## src/rtl/icachePkg.sv

```systemverilog
package icachePkg;

    // fetch and memory address width
    localparam int ADDR_BITS = 32;

    // byte offset inside one 16-byte line
    localparam int OFFSET_BITS = 4;

    // the age tree below is written for exactly four ways
    localparam int NUM_WAYS = 4;

    localparam int WORD_BITS = 32;

    // bits of a whole line, derived from the byte offset
    localparam int LINE_BITS = (2 ** OFFSET_BITS) * 8;

    typedef logic [ADDR_BITS-1:0] addrT;

    typedef logic [WORD_BITS-1:0] instT;

    // four instruction words, word 0 in the low bits
    typedef logic [LINE_BITS-1:0] lineT;

    // full line address is kept as the tag, so any index width works
    typedef logic [ADDR_BITS-OFFSET_BITS-1:0] lineTagT;

    typedef logic [$clog2(NUM_WAYS)-1:0] wayT;

    // tree pseudo-LRU state of one set
    // bit0 picks the half, bit1 covers ways 0/1, bit2 covers ways 2/3
    typedef logic [NUM_WAYS-2:0] ageT;

endpackage
```

## src/rtl/setStore.sv

```systemverilog
`timescale 1ns/1ps

module setStore #(
    parameter int INDEX_BITS = 6,
    parameter type payloadT = logic
) (
    input  logic                   clk,
    input  logic [INDEX_BITS-1:0]  readIndex,
    input  logic                   writeEn,
    input  icachePkg::wayT         writeWay,
    input  logic [INDEX_BITS-1:0]  writeIndex,
    input  payloadT                writeData,
    output payloadT                readData [icachePkg::NUM_WAYS]
);

    localparam int NUM_SETS = 2 ** INDEX_BITS;

    // one array per way, all read together, written one way at a time
    for (genvar w = 0; w < icachePkg::NUM_WAYS; w++) begin : g_way
        payloadT mem [NUM_SETS];

        always_ff @(posedge clk) begin
            if (writeEn && writeWay == icachePkg::wayT'(w)) begin
                mem[writeIndex] <= writeData;
            end
            readData[w] <= mem[readIndex];
        end
    end

endmodule

```

## config.mk

```make
export PLATFORM = sky130hd
export DESIGN_NAME = setStore
export DESIGN_NICKNAME = d
export VERILOG_FILES = /design/src/rtl/icachePkg.sv /design/src/rtl/setStore.sv
export SDC_FILE = /design/constraint.sdc
export NUM_CORES = 1
export LEC_CHECK = 0
export ABC_AREA = 1
export BUFFER_PORTS_ARGS = -buffer_cell sky130_fd_sc_hd__clkbuf_2
export CAP_MARGIN = 20
export CELL_PAD_IN_SITES_DETAIL_PLACEMENT = 0
export CELL_PAD_IN_SITES_GLOBAL_PLACEMENT = 1
export CORE_MARGIN = 2
export CORE_UTILIZATION = 44
export CTS_BUF_LIST = sky130_fd_sc_hd__clkbuf_4 sky130_fd_sc_hd__clkbuf_8 sky130_fd_sc_hd__clkbuf_16
export DETAILED_ROUTE_END_ITERATION = 6
export MAX_ROUTING_LAYER = met4
export PLACE_DENSITY = 0.71
export SYNTH_ARGS = -nofsm -noshare
export SYNTH_HDL_FRONTEND = slang
export SYNTH_SLANG_ARGS = --single-unit
```

## constraint.sdc

```tcl
create_clock -name clk -period 4.55 [get_ports clk]
set_clock_uncertainty 0.2 [all_clocks]
set_input_delay 0.455 -clock clk [delete_from_list [all_inputs] [get_ports clk]]
set_output_delay 0.455 -clock clk [all_outputs]
set_load 0.005 [all_outputs]
```

==> metrics.txt <==
# TYPE chip_impl_metric gauge
chip_impl_metric{name="synthAdderAreaFrac",unit="%"} 0
chip_impl_metric{name="detailroute.via_count",unit=""} 8561
chip_impl_metric{name="grt_antenna_before_repair",unit=""} 0
chip_impl_metric{name="post_drt_via_cell_ratio",unit=""} 5.38
chip_impl_metric{name="net_switching_component_of_the_power",unit="µW"} 1200
chip_impl_metric{name="measured_slew_at_the_worst_slew_check_pin",unit="ns"} 1.00
chip_impl_metric{name="final_min_period_over_clock_period",unit="%"} 47.4
chip_impl_metric{name="critical_path_arrival",unit="ns"} 2.39
chip_impl_info{name="synth_largest_area_cell",value="sky130_fd_sc_hd__edfxtp_1"} 1
chip_impl_metric{name="global_route.overflow_total",unit=""} 0
chip_impl_metric{name="wire_per_inst",unit="µm"} 19.7
chip_impl_metric{name="shortest_clock_period_the_worst_path_allows_after_layout",unit="ns"} 2.16
chip_impl_metric{name="synth_simple_gate_area_share",unit="%"} 30.6
chip_impl_metric{name="part_of_the_total_power_dissipated_in_combinational_logic",unit="%"} 6.7
chip_impl_metric{name="share_seq_of_total_power",unit="%"} 49.9
chip_impl_info{name="violations",value="design-rule violations"} 1
chip_impl_metric{name="power_report.internal_total",unit="µW"} 4110
chip_impl_info{name="synth_commonest_cells",value="sky130_fd_sc_hd__nand2_1, sky130_fd_sc_hd__edfxtp_1, sky130_fd_sc_hd__nor2_1"} 1
chip_impl_metric{name="p_leak",unit="µW"} 0.00459
chip_impl_metric{name="postSynthNetCount",unit=""} 1247
chip_impl_metric{name="yosys.area_share.xor_xnor",unit="%"} 0
chip_impl_metric{name="yosys-mux-area-fraction",unit="%"} 0
chip_impl_info{name="main_combinational_cell_family_by_area_after_synthesis",value="simple AND/OR/NAND/NOR gates"} 1
chip_impl_info{name="critical-path-slowest-cell",value="sky130_fd_sc_hd__inv_2"} 1
chip_impl_metric{name="clk-insertion-delay-late",unit="ns"} 0.55
chip_impl_metric{name="post_layout_nonfiller_instances",unit=""} 1591
chip_impl_metric{name="syn-cell-area",unit="µm²"} 11700
chip_impl_metric{name="cts.clk_slew.worst_paths",unit="ns"} 0.06
chip_impl_info{name="list_of_cells_traversed_by_the_critical_path",value="clkbuf_2 > inv_2 > buf_4 > nand3_1 > nand3_1 > nand2_1 > nand2_1 > nand3_1 > nand3_1 > nand2_1"} 1
chip_impl_metric{name="fill_cells",unit=""} 2497
chip_impl_metric{name="max-slew-margin-rel",unit="%"} 32.8
chip_impl_metric{name="port_buffers",unit=""} 20
chip_impl_info{name="cts_tree",value="yes"} 1
chip_impl_metric{name="hold_buffers",unit=""} 1
chip_impl_metric{name="std_cell_rows",unit=""} 59
chip_impl_metric{name="synth_enable_flop_cells",unit=""} 256
chip_impl_info{name="yosysMostFrequentCell",value="sky130_fd_sc_hd__nand2_1"} 1
chip_impl_metric{name="synthCells",unit=""} 1230
chip_impl_metric{name="grt_first_pass_wirelength",unit="µm"} 49000
chip_impl_metric{name="yosys_register_bits",unit=""} 260
chip_impl_metric{name="yosys_warnings",unit=""} 0
chip_impl_metric{name="tritoncts_num_sinks",unit=""} 260
chip_impl_info{name="critPathCaptureType",value="flip-flop"} 1
chip_impl_metric{name="ctsLongestPathBuffers",unit=""} 3
chip_impl_info{name="dominantRegCellSynth",value="sky130_fd_sc_hd__edfxtp_1"} 1
chip_impl_info{name="outcome",value="finished with violations"} 1
chip_impl_metric{name="switching_part_of_the_total_power",unit="%"} 22.5
chip_impl_metric{name="synth_seq_area_share",unit="%"} 66.1
chip_impl_metric{name="drtAntennaViolNets",unit=""} 0
chip_impl_info{name="timing.setup.critical_path_class",value="primary input to flip-flop"} 1
chip_impl_metric{name="floorplan.die_area",unit="µm²"} 28000
chip_impl_metric{name="max-cap-violations",unit=""} 0
chip_impl_metric{name="cts_post_setup_buffers_inserted",unit=""} 0
chip_impl_info{name="netlist_top_cells_area",value="sky130_fd_sc_hd__edfxtp_1, sky130_fd_sc_hd__nand2_1, sky130_fd_sc_hd__nand3_1"} 1
chip_impl_metric{name="fp.dieW",unit="µm"} 167
chip_impl_metric{name="power-per-cell-area",unit="nW/µm²"} 403
chip_impl_metric{name="cts_inserted_buffers",unit=""} 29
chip_impl_metric{name="fin_nets",unit=""} 1251
chip_impl_metric{name="timing_hold_violations_final",unit=""} 0
chip_impl_metric{name="crit_path_max_incr_delay",unit="ns"} 0.68
chip_impl_metric{name="fp.dieH",unit="µm"} 167
chip_impl_metric{name="drt_iter0_markers",unit=""} 768
chip_impl_metric{name="placed_cells",unit=""} 1536
chip_impl_metric{name="dp_hpwl",unit="µm"} 17600
chip_impl_metric{name="drtPass1Iterations",unit=""} 7
chip_impl_metric{name="grt_use_total",unit="%"} 23.5
chip_impl_metric{name="initial_utilization",unit="%"} 45.0
chip_impl_metric{name="finalSetupTns",unit="ns"} 0
chip_impl_metric{name="grt_pass1_vias",unit=""} 8521
chip_impl_metric{name="critPathMaxFanout",unit=""} 41
chip_impl_metric{name="wl",unit="µm"} 31400
chip_impl_info{name="rsz0062_at_grt",value="false"} 1
chip_impl_metric{name="core_region_area",unit="µm²"} 26100
chip_impl_info{name="min_delay_path_class",value="primary input to flip-flop"} 1
chip_impl_metric{name="drc_errors",unit=""} 2
chip_impl_metric{name="gpl_congestion",unit=""} 0.796
chip_impl_metric{name="pin_count_of_the_biggest_net_entering_global_routing",unit=""} 152
chip_impl_metric{name="power_frac_clock",unit="%"} 43.4
chip_impl_metric{name="syn_area_per_cell",unit="µm²"} 9.55
chip_impl_metric{name="synth_largest_type_area_fraction",unit="%"} 65.4
chip_impl_metric{name="crit_required",unit="ns"} 4.79
chip_impl_metric{name="ys_async_sr_fraction",unit="%"} 0
chip_impl_metric{name="top_level_ports",unit=""} 21
chip_impl_metric{name="cts-htree-levels",unit=""} 1
chip_impl_info{name="critical-path-top-cell-by-count",value="sky130_fd_sc_hd__nand3_1"} 1
chip_impl_metric{name="area.growth.synth_to_final",unit="%"} 12.0
chip_impl_metric{name="pins_over_slew_limit",unit=""} 0
chip_impl_metric{name="layout-drive-gt1-share",unit="%"} 8.04
chip_impl_metric{name="post_cts_resized",unit=""} 0
chip_impl_metric{name="synth_cell_types",unit=""} 11
chip_impl_metric{name="report.final.setup_viol",unit=""} 0
chip_impl_metric{name="max_freq",unit="MHz"} 464
chip_impl_metric{name="irDropWorstVdd",unit="mV"} 0.294
chip_impl_metric{name="share_of_the_synthesized_area_in_compound_gates_ao_oa_aoi_oai",unit="%"} 0
chip_impl_info{name="crit_path_start_kind",value="primary input"} 1
chip_impl_info{name="cts-root-buf",value="sky130_fd_sc_hd__clkbuf_16"} 1
chip_impl_metric{name="antenna_cells",unit=""} 0
-- final timing paths --
check | cells past startpoint | from | to | slack, ns
setup / recovery | 10 | readIndex[1] | readData[0] | 2.39
hold / removal | 4 | readIndex[4] | readData[2] | 0.19
setup reg to reg | 8 | g_way[3].mem[23] | readData[0] | 3.07
hold reg to reg | 8 | g_way[1].mem[32] | readData[2] | 0.63
-- logic make-up after synthesis --
group                  count (synthesis)
buffers and inverters                 90
flip-flops                           260
AND/OR/NAND/NOR                      880
-- routing by layer --
layer	up-vias	global-route usage, %	wire, µm
li1	4151	-	-
met1	4148	31.6	14000
met2	218	39.1	15300
met3	44	2.95	1620
met4	0	4.31	521
met5	-	-	0
-- stage by stage --
step / total power [µW] / setup WS [ns] / area (µm²) / hold slack (ns) / util, %
finish: 5300 / 2.39 / 13200 / 0.193 / 50.4
global placement: 3050 / 1.84 / 12200 / 0.563 / 46.6
global route: 5470 / 2.27 / 13200 / 0.206 / 50.4
floorplan: 2890 / 2.74 / 11700 / 0.354 / -
CTS: 5360 / 2.41 / 13200 / 0.169 / 50.3
detailed placement: 3050 / 1.83 / 12200 / 0.564 / 46.7
-- cell type report --
| type | count | area [µm²] | share of cell area, % |
|---|---|---|---|
| inverter | 14 | 53.8 | 0.409 |
| clock buffer | 37 | 786 | 5.97 |
| tap | 335 | 419 | 3.19 |
| sequential | 260 | 7770 | 59.0 |
| timing repair buffer | 49 | 362 | 2.75 |
| clock inverter | 16 | 154 | 1.17 |
| multi-input combinational | 880 | 3620 | 27.5 |
-- state kept, by name, summed over array words and instances (netlist names) --
register,flops
g_way.mem,256
readData,4
-- placed cells by master (no fill, tap or decap), types with 2 or more instances in the layout --
cell | synthesis | final
sky130_fd_sc_hd__clkbuf_16 | 0 | 29
sky130_fd_sc_hd__nand2_1 | 388 | 388
sky130_fd_sc_hd__clkinv_1 | 0 | 6
sky130_fd_sc_hd__edfxtp_1 | 256 | 256
sky130_fd_sc_hd__clkinv_2 | 0 | 6
sky130_fd_sc_hd__clkbuf_2 | 0 | 18
sky130_fd_sc_hd__clkbuf_4 | 0 | 9
sky130_fd_sc_hd__inv_1 | 13 | 12
sky130_fd_sc_hd__nand3_2 | 0 | 4
sky130_fd_sc_hd__dfxtp_1 | 4 | 4
sky130_fd_sc_hd__buf_12 | 0 | 2
sky130_fd_sc_hd__buf_4 | 0 | 25
sky130_fd_sc_hd__bufinv_16 | 0 | 3
sky130_fd_sc_hd__nand3_1 | 220 | 216
sky130_fd_sc_hd__nor3_1 | 16 | 16
sky130_fd_sc_hd__nor2_1 | 256 | 256
-- critical path: cells and delay by family --
| kind | cells | cell delay, ns |
|---|---|---|
| AND/OR/NAND/NOR | 7 | 0.71 |
| buffers and inverters | 3 | 1.21 |
-- power by group through the flow --
| stage | clock, µW | sequential (µW) | combinational, µW |
|---|---|---|---|
| detailed placement | 0 | 2690 | 358 |
| global placement | 0 | 2690 | 355 |
| finish | 2300 | 2650 | 357 |
| floorplan | 0 | 2690 | 198 |
| CTS | 2350 | 2640 | 360 |
| global route | 2430 | 2640 | 397 |
No activity file was read; power rests on OpenSTA's default activity.
