### config.mk
export PLATFORM = sky130hd
export DESIGN_NAME = lookupUnit_flat
export DESIGN_NICKNAME = d
export VERILOG_FILES = /design/src/rtl/icachePkg.sv /design/src/rtl/lookupIf.sv /design/src/rtl/lookupUnit.sv /design/src/flat_wrapper.sv
export SDC_FILE = /design/constraint.sdc
export NUM_CORES = 1
export LEC_CHECK = 0
export BUFFER_PORTS_ARGS = -buffer_cell sky130_fd_sc_hd__buf_2
export CAP_MARGIN = 20
export CORE_AREA = 2 2 413 415
export CTS_BUF_LIST = sky130_fd_sc_hd__clkbuf_4
export DETAILED_ROUTE_END_ITERATION = 10
export DIE_AREA = 0 0 415 417
export PLACE_DENSITY = 0.48
export SETUP_SLACK_MARGIN = 0.5
export SLEW_MARGIN = 5
export SYNTH_ARGS = -nofsm -noshare
export SYNTH_HDL_FRONTEND = slang
export SYNTH_SLANG_ARGS = --single-unit
### constraint.sdc
create_clock -name clk -period 6 [get_ports clk]
set_input_delay 0.6 -clock clk [delete_from_list [all_inputs] [get_ports clk]]
set_output_delay 0.6 -clock clk [all_outputs]
set_load 0.01 [all_outputs]
### src/rtl/icachePkg.sv
package icachePkg;

    // fetch and memory address width
    localparam int ADDR_BITS = 32;

    // byte offset inside one 16-byte line
    localparam int OFFSET_BITS = 4;

    // the age tree below is written for exactly four ways
    localparam int NUM_WAYS = 4;

    localparam int WORD_BITS = 32;

    // bits of a whole line, derived from the byte offset
    localparam int LINE_BITS = (2 ** OFFSET_BITS) * 8;

    typedef logic [ADDR_BITS-1:0] addrT;

    typedef logic [WORD_BITS-1:0] instT;

    // four instruction words, word 0 in the low bits
    typedef logic [LINE_BITS-1:0] lineT;

    // full line address is kept as the tag, so any index width works
    typedef logic [ADDR_BITS-OFFSET_BITS-1:0] lineTagT;

    typedef logic [$clog2(NUM_WAYS)-1:0] wayT;

    // tree pseudo-LRU state of one set
    // bit0 picks the half, bit1 covers ways 0/1, bit2 covers ways 2/3
    typedef logic [NUM_WAYS-2:0] ageT;

endpackage
### src/rtl/lookupIf.sv
`timescale 1ns/1ps

interface lookupIf;

    // a lookup result is due this cycle
    logic lookupValid;

    // registered request address of the lookup or refill in progress
    icachePkg::addrT lookupAddr;

    // memory line arrived and the refill was not cancelled
    logic refillEn;

    // flush or recover, no instruction output this cycle
    logic cancel;

    // some valid way holds the lookup line
    logic hit;

    modport front (
        output lookupValid,
        output lookupAddr,
        output refillEn,
        output cancel,
        input  hit
    );

    modport lookup (
        input  lookupValid,
        input  lookupAddr,
        input  refillEn,
        input  cancel,
        output hit
    );

endinterface

### src/rtl/lookupUnit.sv
`timescale 1ns/1ps

module lookupUnit #(
    parameter int INDEX_BITS = 6
) (
    input  logic                   clk,
    input  logic                   rst,
    input  icachePkg::lineT        memRespLine,
    input  icachePkg::lineTagT     tagRead [icachePkg::NUM_WAYS],
    input  icachePkg::lineT        lineRead [icachePkg::NUM_WAYS],
    output logic                   writeEn,
    output icachePkg::wayT         writeWay,
    output logic [INDEX_BITS-1:0]  writeIndex,
    output icachePkg::lineTagT     tagWriteData,
    output icachePkg::lineT        lineWriteData,
    output logic                   fetchValid,
    output icachePkg::addrT        fetchPc,
    output icachePkg::instT        inst0,
    output icachePkg::instT        inst1,
    output logic                   inst0Valid,
    lookupIf.lookup                lk
);

    localparam int NUM_SETS = 2 ** INDEX_BITS;

    logic [icachePkg::NUM_WAYS-1:0] validBits [NUM_SETS];
    icachePkg::ageT ages [NUM_SETS];

    logic [INDEX_BITS-1:0] lookupIndex;
    icachePkg::lineTagT lineTag;
    logic [icachePkg::NUM_WAYS-1:0] hitVec;
    icachePkg::wayT hitWay;
    icachePkg::wayT victimWay;
    icachePkg::ageT setAge;
    icachePkg::lineT selLine;
    logic [1:0] wordSel;

    // mark way as most recently used
    function automatic icachePkg::ageT touchAge(icachePkg::ageT age, icachePkg::wayT way);
        icachePkg::ageT result;
        result    = age;
        result[0] = way[1];
        if (!way[1]) begin
            result[1] = way[0];
        end else begin
            result[2] = way[0];
        end
        return result;
    endfunction

    assign lookupIndex = lk.lookupAddr[icachePkg::OFFSET_BITS +: INDEX_BITS];
    assign lineTag     = lk.lookupAddr[icachePkg::ADDR_BITS-1:icachePkg::OFFSET_BITS];
    assign setAge      = ages[lookupIndex];

    for (genvar w = 0; w < icachePkg::NUM_WAYS; w++) begin : g_cmp
        assign hitVec[w] = validBits[lookupIndex][w] && tagRead[w] == lineTag;
    end

    assign lk.hit = lk.lookupValid && |hitVec;

    always_comb begin
        hitWay = '0;
        for (int w = 0; w < icachePkg::NUM_WAYS; w++) begin
            if (hitVec[w]) begin
                hitWay = icachePkg::wayT'(w);
            end
        end
    end

    // walk the tree away from the recently used side
    always_comb begin
        if (setAge[0]) begin
            victimWay = setAge[1] ? 2'd0 : 2'd1;
        end else begin
            victimWay = setAge[2] ? 2'd2 : 2'd3;
        end
    end

    // refill goes to both stores at the same way and set
    assign writeEn       = lk.refillEn;
    assign writeWay      = victimWay;
    assign writeIndex    = lookupIndex;
    assign tagWriteData  = lineTag;
    assign lineWriteData = memRespLine;

    always_ff @(posedge clk) begin
        if (rst) begin
            for (int i = 0; i < NUM_SETS; i++) begin
                validBits[i] <= '0;
                ages[i]      <= '0;
            end
        end else if (lk.refillEn) begin
            validBits[lookupIndex][victimWay] <= 1'b1;
            ages[lookupIndex] <= touchAge(setAge, victimWay);
        end else if (lk.hit && !lk.cancel) begin
            ages[lookupIndex] <= touchAge(setAge, hitWay);
        end
    end

    // the refill line bypasses the store in its arrival cycle
    assign selLine = lk.refillEn ? memRespLine : lineRead[hitWay];
    assign wordSel = {lk.lookupAddr[3], 1'b0};

    assign inst0 = selLine[wordSel * icachePkg::WORD_BITS +: icachePkg::WORD_BITS];
    assign inst1 = selLine[(wordSel + 2'd1) * icachePkg::WORD_BITS +: icachePkg::WORD_BITS];

    assign inst0Valid = !lk.lookupAddr[2];
    assign fetchPc    = {lk.lookupAddr[icachePkg::ADDR_BITS-1:3], 1'b0, lk.lookupAddr[1:0]};
    assign fetchValid = (lk.hit && !lk.cancel) || lk.refillEn;

    // a line lives in one way only
    assert property (@(posedge clk) disable iff (rst)
        lk.lookupValid |-> $onehot0(hitVec));

    // front end keeps lookups out of the refill cycle
    assert property (@(posedge clk) disable iff (rst)
        writeEn |-> lk.refillEn && !lk.lookupValid);

endmodule

### src/flat_wrapper.sv
// flat-port wrapper written by rule: the top's interface ports become plain ports
module lookupUnit_flat 
#(
    parameter int INDEX_BITS = 6
)
  (clk, rst, memRespLine, tagRead, lineRead, writeEn, writeWay, writeIndex, tagWriteData, lineWriteData, fetchValid, fetchPc, inst0, inst1, inst0Valid, lk_lookupValid, lk_lookupAddr, lk_refillEn, lk_cancel, lk_hit);
  lookupIf lk_i ();
  input  logic clk;
  input  logic rst;
  input  icachePkg::lineT memRespLine;
  input  icachePkg::lineTagT tagRead[icachePkg::NUM_WAYS];
  input  icachePkg::lineT lineRead[icachePkg::NUM_WAYS];
  output logic writeEn;
  output icachePkg::wayT writeWay;
  output logic [INDEX_BITS-1:0] writeIndex;
  output icachePkg::lineTagT tagWriteData;
  output icachePkg::lineT lineWriteData;
  output logic fetchValid;
  output icachePkg::addrT fetchPc;
  output icachePkg::instT inst0;
  output icachePkg::instT inst1;
  output logic inst0Valid;
  input wire logic [$bits(lk_i.lookupValid)-1:0] lk_lookupValid;
  input wire logic [$bits(lk_i.lookupAddr)-1:0] lk_lookupAddr;
  input wire logic [$bits(lk_i.refillEn)-1:0] lk_refillEn;
  input wire logic [$bits(lk_i.cancel)-1:0] lk_cancel;
  output wire logic [$bits(lk_i.hit)-1:0] lk_hit;
  assign lk_i.lookupValid = lk_lookupValid;
  assign lk_i.lookupAddr = lk_lookupAddr;
  assign lk_i.refillEn = lk_refillEn;
  assign lk_i.cancel = lk_cancel;
  assign lk_hit = lk_i.hit;
  lookupUnit #(.INDEX_BITS(INDEX_BITS)) u_core (.clk(clk), .rst(rst), .memRespLine(memRespLine), .tagRead(tagRead), .lineRead(lineRead), .writeEn(writeEn), .writeWay(writeWay), .writeIndex(writeIndex), .tagWriteData(tagWriteData), .lineWriteData(lineWriteData), .fetchValid(fetchValid), .fetchPc(fetchPc), .inst0(inst0), .inst1(inst1), .inst0Valid(inst0Valid), .lk(lk_i));
endmodule
==> results by group <==
Worst hold path
  • HP Class: input pin to flip-flop
  • WHS Path Cells: 2

Power and ir drop
  • Peak supply drop: 0.119 mV
  • Power Density: 209 nW/um^2
  • Leak: 15.4 nW

Critical path
  • WS Path Type: input pin to primary output
  • Worst path depth: 14
  • Worst r2r dst: u_core.ages[47][0]$_SDFFCE_PN0P_
  • Startpoint types: input pin
  • Worst path cell trace: buf_4, xnor2_1, nand4_1, nor4_2, buf_4, nand4_1, buf_8, a21o_4, buf_12, buf_4, a311oi_1, a31oi_1, o211a_1, buf_2
  • R2R cell count: 10
  • Largest delay share family, worst path: buffers and inverters
  • Reg2reg start: u_core.validBits[53][3]$_DFF_P_
  • Setup slack, reg-to-reg: 1910 ps
  • Crit-path max FO: 20
  • Slowest stage delay, CP: 660 ps
  • CP Data Arrival Time: 4960 ps
  • Crit. Startpoint: lk_lookupAddr[7]
  • Worst Setup EP: inst1[30]
  • WP buf/inv: 6
  • Worst path most repeated cell: buf_4
  • CP endpoint kind: primary output
  • WP data required: 5400 ps
  • Slowest stage cell on the critical path: a311oi_1

Final layout
  • Area Growth Syn to Fin: 31.4%
  • Layout net count: 4901
  • Share of layout cells above drive strength 1: 37.5%

Logic synthesis
  • Asr flop ratio synth: 0%
  • Synth Flop Type: dfxtp_1
  • Synthesized instance count: 3250
  • Synth Register Bits: 448
  • Syn nets: 4039
  • Yosys Warn Count: 0
  • Post-synthesis sequential area ratio: 36.7%
  • Mapped Area: 29700 sq um
  • Post-synthesis area per instance: 9.13 sq um
  • Distinct cells, synth: 79
  • Post-synth EDFFs: 192

STA
  • Fmax: 180 MHz
  • Setup TNS: 0 ps
  • Final period util: 92.6%
  • Final setup fails: 0
  • Worst Tran Pin Value: 1030 ps
  • Final-report hold violation count: 0
  • Clock Skews: 65.6 ps
  • Final Max Tran Viols: 0
  • Worst slew margin: 31.3%
  • Fin crit period: 5560 ps
  • RSZ-0062 raised after global routing: false
  • Setup ws final: 441 ps

Global route
  • Antenna violations before repair: 139
  • Total global routing overflow: 0
  • Total track usage: 27.4%
  • Global-route wire length before repair: 313 mm
  • Vias in the first global route: 30.6k
  • Largest net degree at the start of global routing: 125

Placed design
  • HPWL Detailed: 207 mm
  • Pre-CTS setup slack: 57.3 ps
  • Gpl congestion: 1.05
  • # port buffers: 1047

CTS
  • CTS tree: done
  • CTS H-tree lvls: 3
  • Clock transition at the registers of the reported paths: 70 ps
  • Clock buffer depth: 3
  • Root Driver: clkbuf_4
  • Clk sinks: 448
  • Num CTS Buffers: 120
  • Worst skew pair latency: 940 ps
  • Post-CTS Hold Buffers: 0

Die
  • Std cell rows: 151
  • Die Span Y: 417 microns
  • Initial core utilization: 17.6%
  • I/O pin cnt: 1053
  • Core area: 169000 sq um
  • Die W: 415 microns
  • Die area: 173000 sq um

Route
  • Vias per inst: 4.93
  • Pre-antenna DRT Iters: 6
  • Total number of vias: 32.8k
  • Final ANT Viol Nets: 0
  • Drt wl/cell: 37.5 microns
  • DRT iter0 DRCs: 3874
  • DRC viols: 0
  • Drt total wl: 249 mm

Job
  • Max-cap violations: 0

Run status
  • Status: finished, final reports clean
## synthesized netlist by cell type, drive strengths merged (32+ instances only)
cell type	instances	share of area, %
nand4	82	1.8
o21ai	51	0.86
a31oi	69	1.5
o211a	32	1.1
o22ai	282	5.9
a21oi	77	1.3
clkbuf	184	2.3
xnor2	60	1.8
nand3	66	1.1
o21bai	65	1.6
a22oi	55	1.4
inv	331	4.2
a2111oi	66	2.6
edfxtp	192	19
xor2	52	1.5
buf	320	7.7
nand2	226	2.9
a211oi	67	1.7
dfxtp	256	17
a311oi	65	1.9
nor2	125	1.6
mux2i	256	8.6
mux4	44	3.3
## worst min path at each step
stage / from / endpoint / slack, ps
after CTS: rst / u_core.validBits[29][3]$_DFF_P_ / 90
after global routing: rst / u_core.validBits[31][2]$_DFF_P_ / 150
after floorplan: u_core.validBits[0][3]$_DFF_P_ / u_core.validBits[0][3]$_DFF_P_ / 440
after global placement: u_core.validBits[1][3]$_DFF_P_ / u_core.validBits[1][3]$_DFF_P_ / 450
final: rst / u_core.validBits[31][2]$_DFF_P_ / 160
after detailed placement: u_core.validBits[1][3]$_DFF_P_ / u_core.validBits[1][3]$_DFF_P_ / 460
## repair_timing
item / CTS / global route
buffers inserted: 8 / 0
pin swaps: 3 / 0
setup endpoints to repair: 55 / 1
gates resized for setup: 12 / 1
## per-stage QoR
step / utilization (%) / instance area (sq um) / hold WS (ps) / total power, mW / std cells
after floorplan: - / 29700 / 439 / 4.17 / 3250
after global placement: 21.7 / 36600 / 447 / 5.25 / 6197
after detailed placement: 21.8 / 36700 / 458 / 5.24 / 6200
after CTS: 22.8 / 38400 / 88.7 / 8.14 / 6433
after global routing: 23.1 / 38900 / 150 / 8.37 / 6634
final: 23.1 / 39000 / 162 / 8.13 / 6648
## metal layers
layer	wire, microns	GRT usage (%)
met3	20100	6.90
met1	97200	32.7
met4	18200	18.2
met5	62	0
met2	114000	43.5
## layout by cell type, fill, tap and decap left out, types with 60 or more instances in the layout
master	netlist	final
buf_2	60	1040
inv_1	329	329
o22ai_1	282	282
mux2i_1	256	256
dfxtp_1	256	256
nand2_1	226	223
diode_2	0	215
edfxtp_1	192	192
clkbuf_4	0	187
buf_4	213	174
nor2_1	124	122
nand4_1	81	81
a21oi_1	77	76
a31oi_1	68	68
a211oi_1	67	66
nand3_1	66	65
o21bai_1	65	65
a311oi_1	65	60
## area by class of cell
| class | count | area, sq um |
|---|---|---|
| clock buffer | 187 | 1400 |
| sequential | 448 | 10900 |
| timing repair buffer | 1244 | 7080 |
| inverter | 332 | 1250 |
| fill | 18959 | 130000 |
| antenna | 215 | 538 |
| multi-input combinational | 1966 | 14800 |
| tap | 2218 | 2780 |
| clock inverter | 38 | 231 |
## cells by family (layout without fill, tap and decap cells)
| group | after synthesis | count (layout) | synth area share [%] |
|---|---|---|---|
| buf+inv | 836 | 1801 | 14.2 |
| flops | 448 | 448 | 36.7 |
| compound gates | 946 | 946 | 23.6 |
| xor+xnor | 112 | 112 | 3.31 |
| mux | 322 | 322 | 12.8 |
| simple gates | 585 | 585 | 9.28 |
| other cells | 1 | 216 | 0.0126 |
## flip-flops by register name, summed over array words and instances, names as in the netlist
signal	flops
u_core.ages	192
u_core.validBits	256
## power breakdown
part | switching, mW | internal (mW)
logic | 1.33 | 0.624
registers | 0.0209 | 3.22
clock network | 1.39 | 1.54
(Power assumes the default switching activity.)
