[config.mk]
export PLATFORM = sky130hd
export DESIGN_NAME = fetchFront_flat
export DESIGN_NICKNAME = d
export VERILOG_FILES = /design/src/rtl/icachePkg.sv /design/src/rtl/lookupIf.sv /design/src/rtl/fetchFront.sv /design/src/flat_wrapper.sv
export SDC_FILE = /design/constraint.sdc
export NUM_CORES = 1
export LEC_CHECK = 0
export BUFFER_PORTS_ARGS = -buffer_cell sky130_fd_sc_hd__buf_4
export CAP_MARGIN = 25
export CELL_PAD_IN_SITES_DETAIL_PLACEMENT = 1
export CELL_PAD_IN_SITES_GLOBAL_PLACEMENT = 2
export CORE_ASPECT_RATIO = 2
export CORE_MARGIN = 1
export CORE_UTILIZATION = 22
export DETAILED_ROUTE_END_ITERATION = 12
export GPL_TIMING_DRIVEN = 1
export PLACE_DENSITY = 0.84
export SETUP_SLACK_MARGIN = 0.4
export SLEW_MARGIN = 10
export SYNTH_ARGS = -nofsm -noshare
export SYNTH_HDL_FRONTEND = slang
export SYNTH_SLANG_ARGS = --single-unit
[constraint.sdc]
create_clock -name clk -period 2.3 [get_ports clk]
set_input_delay 0.69 -clock clk [delete_from_list [all_inputs] [get_ports clk]]
set_output_delay 0.69 -clock clk [all_outputs]
set_load 0.05 [all_outputs]
[src/rtl/icachePkg.sv]
package icachePkg;

    // fetch and memory address width
    localparam int ADDR_BITS = 32;

    // byte offset inside one 16-byte line
    localparam int OFFSET_BITS = 4;

    // the age tree below is written for exactly four ways
    localparam int NUM_WAYS = 4;

    localparam int WORD_BITS = 32;

    // bits of a whole line, derived from the byte offset
    localparam int LINE_BITS = (2 ** OFFSET_BITS) * 8;

    typedef logic [ADDR_BITS-1:0] addrT;

    typedef logic [WORD_BITS-1:0] instT;

    // four instruction words, word 0 in the low bits
    typedef logic [LINE_BITS-1:0] lineT;

    // full line address is kept as the tag, so any index width works
    typedef logic [ADDR_BITS-OFFSET_BITS-1:0] lineTagT;

    typedef logic [$clog2(NUM_WAYS)-1:0] wayT;

    // tree pseudo-LRU state of one set
    // bit0 picks the half, bit1 covers ways 0/1, bit2 covers ways 2/3
    typedef logic [NUM_WAYS-2:0] ageT;

endpackage
[src/rtl/lookupIf.sv]
`timescale 1ns/1ps

interface lookupIf;

    // a lookup result is due this cycle
    logic lookupValid;

    // registered request address of the lookup or refill in progress
    icachePkg::addrT lookupAddr;

    // memory line arrived and the refill was not cancelled
    logic refillEn;

    // flush or recover, no instruction output this cycle
    logic cancel;

    // some valid way holds the lookup line
    logic hit;

    modport front (
        output lookupValid,
        output lookupAddr,
        output refillEn,
        output cancel,
        input  hit
    );

    modport lookup (
        input  lookupValid,
        input  lookupAddr,
        input  refillEn,
        input  cancel,
        output hit
    );

endinterface

[src/rtl/fetchFront.sv]
`timescale 1ns/1ps

module fetchFront #(
    parameter int INDEX_BITS = 6
) (
    input  logic                   clk,
    input  logic                   rst,
    input  logic                   flush,
    input  logic                   fetchReq,
    input  icachePkg::addrT        fetchAddr,
    input  logic                   memRespValid,
    output logic                   stall,
    output logic                   memReqValid,
    output icachePkg::addrT        memReqAddr,
    output logic [INDEX_BITS-1:0]  readIndex,
    lookupIf.front                 lk
);

    typedef enum logic [1:0] {
        sRunning,
        sRefill,
        sRecover
    } stateT;

    stateT state;
    stateT nextState;
    logic accept;
    logic missNow;

    assign accept = fetchReq && !stall && !flush;

    // the stores read this set while the request is accepted
    assign readIndex = fetchAddr[icachePkg::OFFSET_BITS +: INDEX_BITS];

    // a flushed miss asks memory for nothing
    assign missNow = state == sRunning && lk.lookupValid && !lk.hit && !flush;

    assign stall = missNow || state != sRunning;

    assign memReqValid = missNow;
    assign memReqAddr  = {lk.lookupAddr[icachePkg::ADDR_BITS-1:icachePkg::OFFSET_BITS],
                          {icachePkg::OFFSET_BITS{1'b0}}};

    assign lk.refillEn = state == sRefill && memRespValid && !flush;
    assign lk.cancel   = flush || state == sRecover;

    always_ff @(posedge clk) begin
        if (rst) begin
            lk.lookupValid <= 1'b0;
        end else begin
            lk.lookupValid <= accept;
        end
    end

    always_ff @(posedge clk) begin
        if (accept) begin
            lk.lookupAddr <= fetchAddr;
        end
    end

    always_comb begin
        nextState = state;
        case (state)
            sRunning: begin
                if (missNow) begin
                    nextState = sRefill;
                end
            end
            sRefill: begin
                // a response together with flush is simply dropped
                if (memRespValid) begin
                    nextState = sRunning;
                end else if (flush) begin
                    nextState = sRecover;
                end
            end
            sRecover: begin
                if (memRespValid) begin
                    nextState = sRunning;
                end
            end
            default: begin
                nextState = sRunning;
            end
        endcase
    end

    always_ff @(posedge clk) begin
        if (rst) begin
            state <= sRunning;
        end else begin
            state <= nextState;
        end
    end

    // only one line request per miss
    assert property (@(posedge clk) disable iff (rst)
        memReqValid |=> !memReqValid);

endmodule

[src/flat_wrapper.sv]
// flat-port wrapper written by rule: the top's interface ports become plain ports
module fetchFront_flat 
#(
    parameter int INDEX_BITS = 6
)
  (clk, rst, flush, fetchReq, fetchAddr, memRespValid, stall, memReqValid, memReqAddr, readIndex, lk_lookupValid, lk_lookupAddr, lk_refillEn, lk_cancel, lk_hit);
  lookupIf lk_i ();
  input  logic clk;
  input  logic rst;
  input  logic flush;
  input  logic fetchReq;
  input  icachePkg::addrT fetchAddr;
  input  logic memRespValid;
  output logic stall;
  output logic memReqValid;
  output icachePkg::addrT memReqAddr;
  output logic [INDEX_BITS-1:0] readIndex;
  output wire logic [$bits(lk_i.lookupValid)-1:0] lk_lookupValid;
  output wire logic [$bits(lk_i.lookupAddr)-1:0] lk_lookupAddr;
  output wire logic [$bits(lk_i.refillEn)-1:0] lk_refillEn;
  output wire logic [$bits(lk_i.cancel)-1:0] lk_cancel;
  input wire logic [$bits(lk_i.hit)-1:0] lk_hit;
  assign lk_lookupValid = lk_i.lookupValid;
  assign lk_lookupAddr = lk_i.lookupAddr;
  assign lk_refillEn = lk_i.refillEn;
  assign lk_cancel = lk_i.cancel;
  assign lk_i.hit = lk_hit;
  fetchFront #(.INDEX_BITS(INDEX_BITS)) u_core (.clk(clk), .rst(rst), .flush(flush), .fetchReq(fetchReq), .fetchAddr(fetchAddr), .memRespValid(memRespValid), .stall(stall), .memReqValid(memReqValid), .memReqAddr(memReqAddr), .readIndex(readIndex), .lk(lk_i));
endmodule
==> results of run 1 <==
==> placed cells by master, fill, tap and decap left out, drive strengths merged, types with 2 or more instances in the layout <==
cell type / instances
nand2b: 3
dfxtp: 3
clkbuf: 6
conb: 4
clkinv: 2
edfxtp: 32
nor3: 2
buf: 111
==> state kept, by name, indices dropped and copies added, names as in the netlist <==
| name | flops |
|---|---|
| u_core.lk.lookupValid | 1 |
| u_core.state | 2 |
| u_core.lk.lookupAddr | 32 |
==> per-stage QoR <==
| stage | utilization | hold slack [ps] |
|---|---|---|
| after floorplan | - | 519 |
| after global placement | 0.338 | 567 |
| after detailed placement | 0.338 | 576 |
| after CTS | 0.369 | 582 |
| after global routing | 0.373 | 559 |
| final | 0.373 | 547 |
==> path summary, 6_finish.rpt <==
kind,startpoint,to,slack (ps),depth (start not counted)
hold reg to reg,u_core.state[1]$_SDFFE_PP0P_,u_core.state[0]$_SDFFE_PP0P_,550,1
setup reg to reg,u_core.state[1]$_SDFFE_PP0P_,u_core.lk.lookupAddr[7]$_DFFE_PP_,940,3
hold / removal,u_core.state[1]$_SDFFE_PP0P_,u_core.state[0]$_SDFFE_PP0P_,550,1
setup / recovery,flush,memReqValid,340,4
==> logic make-up after synthesis <==
logic type | count (synthesis)
buffers and inverters | 38
AND/OR/NAND/NOR | 13
flip-flops | 35
AO/OA/AOI/OAI | 3
other | 1
==> timing repair <==
action	in CTS	in global routing
resized for setup	7	7
cloned	0	0
buffers inserted	2	0
pin swaps	2	3
endpoints found under the setup margin	2	4
==> per-layer routing <==
metal	vias up	global-route usage
li1	439	-
met1	445	0.0903
met2	57	0.189
met3	4	0.0335
met4	0	0.0667
met5	-	0
==> power by group through the flow <==
stage	sequential, W	clock [W]	combinational (W)
finish	0.000742	0.000612	0.000372
global route	0.000745	0.000658	0.000386
CTS	0.000743	0.000636	0.000373
detailed placement	0.000755	0	0.000363
global placement	0.000753	0	0.000358
floorplan	0.000840	0	0.000173
==> Yosys cell counts <==
| master | number |
|---|---|
| nand2_1 | 1 |
| or3b_1 | 1 |
| nor2b_1 | 1 |
| and3_1 | 1 |
| nand2b_1 | 3 |
| or2b_1 | 1 |
| nand3b_1 | 1 |
| nor3_1 | 2 |
| conb_1 | 1 |
| a211oi_1 | 1 |
| o21ai_0 | 1 |
| and4b_1 | 1 |
| dfxtp_1 | 3 |
| a2111oi_2 | 1 |
| nor2_1 | 1 |
| buf_4 | 38 |
| edfxtp_1 | 32 |
==> final cells by class <==
cell class	count	area [µm²]
fill	698	3920
sequential	35	1020
tap	86	108
timing repair buffer	111	893
multi-input combinational	20	175
clock buffer	6	129
clock inverter	2	7.51
==> metrics.csv, run 1 <==
metric;value;unit
status;finished clean;
dp.cells;250;
dpl_worst_slack;264;ps
path_clk_slew;50;ps
wl_met1;1080;µm
max-cap-violations;0;
final_design_area_no_fill;2340;µm²
die_w;58.8;µm
synth_xor_xnor_area_share;0;
power.sequential.fraction;0.430;
max-vdd-ir-drop;0.348;mV
placeableCoreArea;6260;µm²
yosysWarnings;0;
die_h;116;µm
power.total;0.00173;W
cp.arrival;1270;ps
htree_levels;2;
initial_core_util;0.227;
ys_seq_elements;35;
syn_inst;90;
cp_top_family;simple AND/OR/NAND/NOR gates;
skew;5.15;ps
synth.distinct_cells;17;
post_drt_via_cell_ratio;3.63;
intPower;0.00124;W
insertion_delay;270;ps
grt_usage;0.103;
final_nets;211;
setup_tns;0;ps
netlist_area;1420;µm²
drive_gt1_frac;0.724;
path_max_fanout;3;
instances_no_fill;260;
routed-wl-met2;2180;µm
met3WireLength;263;µm
routedWlPerCell;13.8;µm
vias;945;
drt_iter0_markers;18;
max_freq;0.510;GHz
crit_type;input port to primary output;
start_kind;input port;
grt_pass1_wl;4770;µm
switching_share;0.279;
cts_buffer_depth;2;
hpwl;2930;µm
grt_max_degree;33;
critPathMaxStageDelay;190;ps
gp_congestion;0.725;
yosys.area_share.simple;0.0581;
required;1610;ps
synth_top_area_frac;0.677;
ant_nets;0;
grt-ovfl-total;0;
synthMuxAreaShare;0;
yosysSeqAreaShare;0.719;
pwr_density_cell;739;nW/µm²
dr.pass1.iters;4;
rsz0062_at_grt;true;
min_path_type;register to register;
drc;0;
clkSinkCount;35;
routed_wl;3590;µm
crit_buf_inv;2;
cts_buffers;5;
layout_min_cycle_time;1960;ps
end_kind;primary output;
yosys.area.top_type;edfxtp_1;
dieArea;6800;µm²
root_buffer;clkbuf_16;
synth_top_family_by_area;buffers and inverters;
antenna_found_initial;0;
power_frac_comb;0.216;
cts_tree;done;
yosys-top-cells-area;edfxtp_1 (68%), buf_4 (20%), dfxtp_1 (4.2%);
dpl-instance-area;2110;µm²
synth_adder_area_share;0;
hold_viol_final;0;
setup_ws;339;ps
cp_cell_sequence;buf_12 > nor3_4 > nor2b_4 > buf_8;
rows;41;
timing.final.crit_share;0.853;
n_antenna_cell;0;
areaGrowthSynthToFinish;64.5;%
synth_compound_area_frac;0.0194;
first_global_vias;920;
drv_slew;0;
switchingPower;0.000482;W
portBuffers;108;
power.leakage;1.01;nW
route.top_layer_used;met4;
clkPwrFrac;0.354;
critPathSlowestCell;nor2b_4;
ctsHoldBuffers;0;
setup_viol;0;
pin_count;113;
syn_avg_cell_area;15.8;µm²
Power figures use the tool's default switching activity.
==> run 2, diff against run 1 <==
--- a/config.mk
+++ b/config.mk
@@ -14,7 +14,7 @@
 export CORE_UTILIZATION = 22
 export DETAILED_ROUTE_END_ITERATION = 12
 export GPL_TIMING_DRIVEN = 1
-export PLACE_DENSITY = 0.84
+export PLACE_DENSITY_LB_ADDON = 0.1
 export SETUP_SLACK_MARGIN = 0.4
 export SLEW_MARGIN = 10
 export SYNTH_ARGS = -nofsm -noshare
==> run 2 against run 1 <==
  * Critical path depth unchanged
  * Setup slack improved by 20 ps
  * Final cell count increased by 0.77%
  * Non-clock buffer count increased by 2
  * Via count increased by 1.9%
  * Sequential power about the same
  * Wire length decreased by 2.4%
  * Clock skew decreased by 2.3 ps
  * Register-to-register slack improved by 30 ps
  * Fmax increased by 1.0%
  * Die area unchanged
  * Critical path type unchanged
  * Highest routed layer unchanged
==> metrics.csv, run 2 (synthesized netlist as in run 1, its figures left out) <==
metric;value;unit;change
status;finished clean;;unchanged
rsz0062_at_grt;true;;unchanged
final_common_cell;buf_4;;unchanged
start_kind;input port;;unchanged
die_h;116;µm;unchanged
busiest_layer;met2;;unchanged
rows;41;;unchanged
grt-ovfl-total;0;;unchanged
power.sequential.fraction;0.424;;was 0.430
setup_viol;0;;unchanged
drive_gt1_frac;0.727;;was 0.724
htree_levels;2;;unchanged
setup_ws;360;ps;was 339 ps
first_global_vias;946;;was 920
top_register;u_core.lk.lookupAddr;;unchanged
die_w;58.8;µm;unchanged
use_met2;0.178;;was 0.189
end_kind;primary output;;unchanged
path_max_fanout;3;;unchanged
setup_tns;0;ps;unchanged
vias;963;;was 945
gp_congestion;0.595;;was 0.725
portBuffers;108;;unchanged
largestRegisters;u_core.lk.lookupAddr: 32 flops, u_core.state: 2 flops, u_core.lk.lookupValid: 1 flops;;unchanged
routedWlPerCell;13.4;µm;was 13.8 µm
final_cell_mix;buf_4 (105), edfxtp_1 (32), clkbuf_16 (5);;was buf_4 (103), edfxtp_1 (32), clkbuf_16 (5)
drc;0;;unchanged
intPower;0.00125;W;was 0.00124 W
dieArea;6800;µm²;unchanged
insertion_delay;280;ps;was 270 ps
layout_min_cycle_time;1940;ps;was 1960 ps
placeableCoreArea;6260;µm²;unchanged
power_frac_comb;0.214;;was 0.216
required;1610;ps;about the same
cts_tree;done;;unchanged
dpl_worst_slack;240;ps;was 264 ps
drv_slew;0;;unchanged
ant_nets;0;;unchanged
n_antenna_cell;0;;unchanged
routed_wl;3510;µm;was 3590 µm
met3_usage;0.0513;;was 0.0335
timing.final.crit_share;0.844;;was 0.853
switchingPower;0.000503;W;was 0.000482 W
clkSinkCount;35;;unchanged
max-cap-violations;0;;unchanged
grt_usage;0.103;;about the same
root_buffer;clkbuf_16;;unchanged
critPathSlowestCell;nor2b_4;;unchanged
grt_pass1_wl;4950;µm;was 4770 µm
power.leakage;1.02;nW;was 1.01 nW
cp_cell_sequence;buf_12 > nor3_4 > nor2b_4 > buf_8;;unchanged
max-vdd-ir-drop;0.308;mV;was 0.348 mV
largest_reg_flops;32;;unchanged
hold_viol_final;0;;unchanged
antenna_found_initial;0;;unchanged
critPathMaxStageDelay;180;ps;was 190 ps
max_freq;0.515;GHz;was 0.510 GHz
initial_core_util;0.227;;unchanged
post_drt_via_cell_ratio;3.68;;was 3.63
final_nets;213;;was 211
dr.pass1.iters;4;;unchanged
cp.arrival;1250;ps;was 1270 ps
clkPwrFrac;0.362;;was 0.354
skew;2.84;ps;was 5.15 ps
pin_count;113;;unchanged
grtUsageMet1;0.0889;;was 0.0903
switching_share;0.288;;was 0.279
cts_buffer_depth;2;;unchanged
hpwl;2700;µm;was 2930 µm
path_clk_slew;50;ps;about the same
drt_iter0_markers;16;;was 18
min_path_type;register to register;;unchanged
crit_type;input port to primary output;;unchanged
grt_max_degree;33;;unchanged
pwr_density_cell;744;nW/µm²;was 739 nW/µm²
cts_buffers;5;;unchanged
areaGrowthSynthToFinish;65.6;%;was 64.5%
[run 2: cell types whose count changed in the layout (fill, tap and decap cells not counted), sizes merged]
cell  delta
buf      +2
[run 2: layout make-up]
type | count | area [µm²]
tap | 86 | 108
fill | 699 | 3910
timing repair buffer | 113 | 908
sequential | 35 | 1020
multi-input combinational | 20 | 175
clock inverter | 2 | 7.51
clock buffer | 6 | 129
[run 2: worst paths after layout]
kind | start | endpoint | slack (ps) | cells after the start
worst min-delay path | u_core.state[1]$_SDFFE_PP0P_ | u_core.state[0]$_SDFFE_PP0P_ | 530 | 1
worst max register to register | u_core.state[1]$_SDFFE_PP0P_ | u_core.lk.lookupAddr[29]$_DFFE_PP_ | 970 | 3
worst max-delay path | flush | memReqValid | 360 | 4
worst min register to register | u_core.state[1]$_SDFFE_PP0P_ | u_core.state[0]$_SDFFE_PP0P_ | 530 | 1
[run 2: through the flow]
step	utilization	instance area, µm²	total power, W	hold slack [ps]	cells
after floorplan	-	1460	0.00101	519	93
after global placement	0.338	2110	0.00111	566	250
after detailed placement	0.338	2110	0.00112	575	250
after CTS	0.371	2320	0.00177	574	261
after global routing	0.376	2350	0.00181	562	262
final	0.376	2350	0.00175	535	262
[run 2: repair_timing]
item / in CTS / in global routing
buffers inserted: 3 / 1
hold buffers: 0 / 0
pin swaps: 2 / 3
endpoints found under the setup margin: 2 / 4
gates resized for setup: 8 / 6
[run 2: per-layer routing]
layer / vias up / wire length, µm / share of wire
met5: - / 0 / 0
met4: 0 / 97 / 0.028
met3: 6 / 374 / 0.11
met2: 60 / 2040 / 0.58
met1: 453 / 989 / 0.28
li1: 444 / - / -
[run 2: power by group through the flow]
stage,registers [W],clock network (W),logic [W]
after floorplan,0.000840,0,0.000173
after global placement,0.000753,0,0.000360
after detailed placement,0.000755,0,0.000363
after CTS,0.000742,0.000658,0.000374
after global routing,0.000745,0.000681,0.000386
final,0.000741,0.000634,0.000373
[run 2: critical path: cells and delay by family]
kind | cells | cell delay [ps]
AND/OR/NAND/NOR | 2 | 310
buffers and inverters | 2 | 250
==> run 3, diff against run 2 <==
--- a/config.mk
+++ b/config.mk
@@ -11,7 +11,7 @@
 export CELL_PAD_IN_SITES_GLOBAL_PLACEMENT = 2
 export CORE_ASPECT_RATIO = 2
 export CORE_MARGIN = 1
-export CORE_UTILIZATION = 22
+export CORE_UTILIZATION = 20
 export DETAILED_ROUTE_END_ITERATION = 12
 export GPL_TIMING_DRIVEN = 1
 export PLACE_DENSITY_LB_ADDON = 0.1
==> constraint.sdc (replaced) <==
create_clock -name clk -period 1.7 [get_ports clk]
set_input_delay 0.51 -clock clk [delete_from_list [all_inputs] [get_ports clk]]
set_output_delay 0.51 -clock clk [all_outputs]
set_load 0.05 [all_outputs]
==> run 3 against run 2 <==
  * Clock-buffer cell count unchanged
  * Via count fell by 0.83%
  * Sequential cell count unchanged
  * Power increased by 39%
  * Global-route usage decreased by 0.89 points
  * Wire length up 3.4%
  * Combinational power rose by 52%
  * Highest routed layer unchanged
==> metrics.csv, run 3 (synthesized netlist as in run 1, its figures left out) <==
metric;value;unit;change
max-cap-violations;0;;unchanged
placeableCoreArea;6890;µm²;was 6260 µm²
crit_type;input port to primary output;;unchanged
grt-ovfl-total;0;;unchanged
final_common_cell;buf_6;;was buf_4
rsz0062_at_grt;true;;unchanged
antenna_found_initial;0;;unchanged
pwr_density_cell;908;nW/µm²;was 744 nW/µm²
max-vdd-ir-drop;0.425;mV;was 0.308 mV
gp_congestion;0.605;;was 0.595
first_global_vias;984;;was 946
largestRegisters;u_core.lk.lookupAddr: 32 flops, u_core.state: 2 flops, u_core.lk.lookupValid: 1 flops;;unchanged
top_register;u_core.lk.lookupAddr;;unchanged
n_antenna_cell;0;;unchanged
reg2reg_from;u_core.state[0]$_SDFFE_PP0P_;;was u_core.state[1]$_SDFFE_PP0P_
rows;43;;was 41
grt_pass1_wl;4820;µm;was 4950 µm
final_design_area_no_fill;2680;µm²;was 2350 µm²
hpwl;2650;µm;was 2700 µm
drv_slew;0;;unchanged
die_w;61.6;µm;was 58.8 µm
routedWlPerCell;13.6;µm;was 13.4 µm
grt_usage;0.0941;;was 0.103
dpl-instance-area;2160;µm²;was 2110 µm²
setup_viol;0;;unchanged
regArea;1030;µm²;was 1020 µm²
status;finished clean;;unchanged
whs_path_depth;2;;was 1
largest_reg_flops;32;;unchanged
multiInputGateArea;194;µm²;was 175 µm²
post_drt_via_cell_ratio;3.59;;was 3.68
hold_viol_final;0;;unchanged
timing.final.crit_share;0.992;;
path_max_fanout;6;;was 3
final_nets;213;;unchanged
cts_buffers;5;;unchanged
final_cell_mix;buf_6 (70), buf_4 (36), edfxtp_1 (32);;was buf_4 (105), edfxtp_1 (32), clkbuf_16 (5)
drive_gt1_frac;0.739;;was 0.727
instances_no_fill;266;;was 262
path_clk_slew;50;ps;about the same
insertion_delay;270;ps;was 280 ps
areaGrowthSynthToFinish;88.5;%;was 65.6%
max_freq;0.593;GHz;
min_path_type;input port to register;;was register to register
r2r-end;u_core.lk.lookupAddr[28]$_DFFE_PP_;;was u_core.lk.lookupAddr[29]$_DFFE_PP_
fillers;746;;was 699
cp_cell_sequence;buf_8 > nor3_4 > nor2b_4 > buf_6;;was buf_12 > nor3_4 > nor2b_4 > buf_8
grt_max_degree;17;;was 33
critPathSlowestCell;nor3_4;;was nor2b_4
reg2reg_depth;3;;unchanged
cp_top_family;simple AND/OR/NAND/NOR gates;;unchanged
ant_nets;0;;unchanged
reg2reg_slack;380;ps;was 970 ps
start_kind;input port;;unchanged
pin_count;113;;unchanged
initial_core_util;0.206;;was 0.227
dieArea;7460;µm²;was 6800 µm²
portBuffers;108;;unchanged
cts_buffer_depth;2;;unchanged
holdCritStartpoint;memRespValid;;was u_core.state[1]$_SDFFE_PP0P_
cts_tree;done;;unchanged
hold_end;u_core.state[1]$_SDFFE_PP0P_;;was u_core.state[0]$_SDFFE_PP0P_
vias;955;;was 963
drc;0;;unchanged
cp.arrival;1180;ps;was 1250 ps
end_kind;primary output;;unchanged
clkSinkCount;35;;unchanged
dp.cells;254;;was 250
crit_buf_inv;2;;unchanged
die_h;121;µm;was 116 µm
htree_levels;2;;unchanged
power.leakage;1.12;nW;was 1.02 nW
drt_iter0_markers;10;;was 16
critPathMaxStageDelay;210;ps;was 180 ps
required;1190;ps;was 1610 ps
routed_wl;3620;µm;was 3510 µm
root_buffer;clkbuf_16;;unchanged
dr.pass1.iters;3;;was 4
layout_min_cycle_time;1690;ps;
skew;1.61;ps;was 2.84 ps
whs;402;ps;was 535 ps
## run 3: cell types whose count changed in the layout (fill, tap and decap cells not counted), moves of 2 or more
| cell | before | now |
|---|---|---|
| clkbuf_16 | 5 | 7 |
| dfxtp_2 | 2 | 0 |
| buf_8 | 1 | 3 |
| buf_12 | 3 | 1 |
| buf_4 | 105 | 36 |
| dfxtp_4 | 0 | 3 |
| buf_6 | 4 | 70 |
## run 3: worst max-delay path by stage
stage                                       startpoint  cells past startpoint     endpoint
after floorplan                                 lk_hit                      2        stall
after global placement                           flush                      4  memReqValid
after detailed placement                         flush                      4  memReqValid
after CTS                 u_core.state[0]$_SDFFE_PP0P_                      3  memReqValid
after global routing      u_core.state[0]$_SDFFE_PP0P_                      3  memReqValid
final                                            flush                      4  memReqValid
## run 3: repair_timing
item                                    CTS  global route
cloned                                    1             2
hold buffers                              0             0
gates resized for setup                  81             0
pin swaps                                 2             1
hold endpoints to repair                  0             0
setup buffers                             1             0
endpoints found under the setup margin  103            97
## run 3: metal layers
| metal | global-route usage | up-vias | share of wire |
|---|---|---|---|
| li1 | - | 445 | - |
| met1 | 0.0758 | 449 | 0.28 |
| met2 | 0.169 | 55 | 0.60 |
| met3 | 0.0394 | 6 | 0.090 |
| met4 | 0.0625 | 0 | 0.026 |
| met5 | 0 | - | 0 |
## run 3: through the flow
step / util / setup TNS (ps) / total power, W / setup WS [ps]
5_1_grt: 0.389 / -22.4 / 0.00251 / -22.4
4_1_cts: 0.381 / -0.739 / 0.00245 / -0.739
3_5_place_dp: 0.313 / -1.78 / 0.00152 / -1.78
6_report: 0.389 / 0 / 0.00243 / 13.0
3_3_place_gp: 0.313 / 0 / 0.00151 / 44.3
2_1_floorplan: - / 0 / 0.00140 / 180
## run 3: where the power goes
part	internal (W)	switching, W	total, W
registers	0.000982	0.0000295	0.00101
logic	0.000222	0.000344	0.000566
clock network	0.000532	0.000319	0.000851
## run 3: final cells by class
cell class	instances	share of cell area
Tap cell	90	0.0421
Sequential cell	35	0.386
Clock inverter	2	0.00281
Multi-Input combinational cell	20	0.0725
Timing Repair Buffer	113	0.449
Clock buffer	6	0.0482
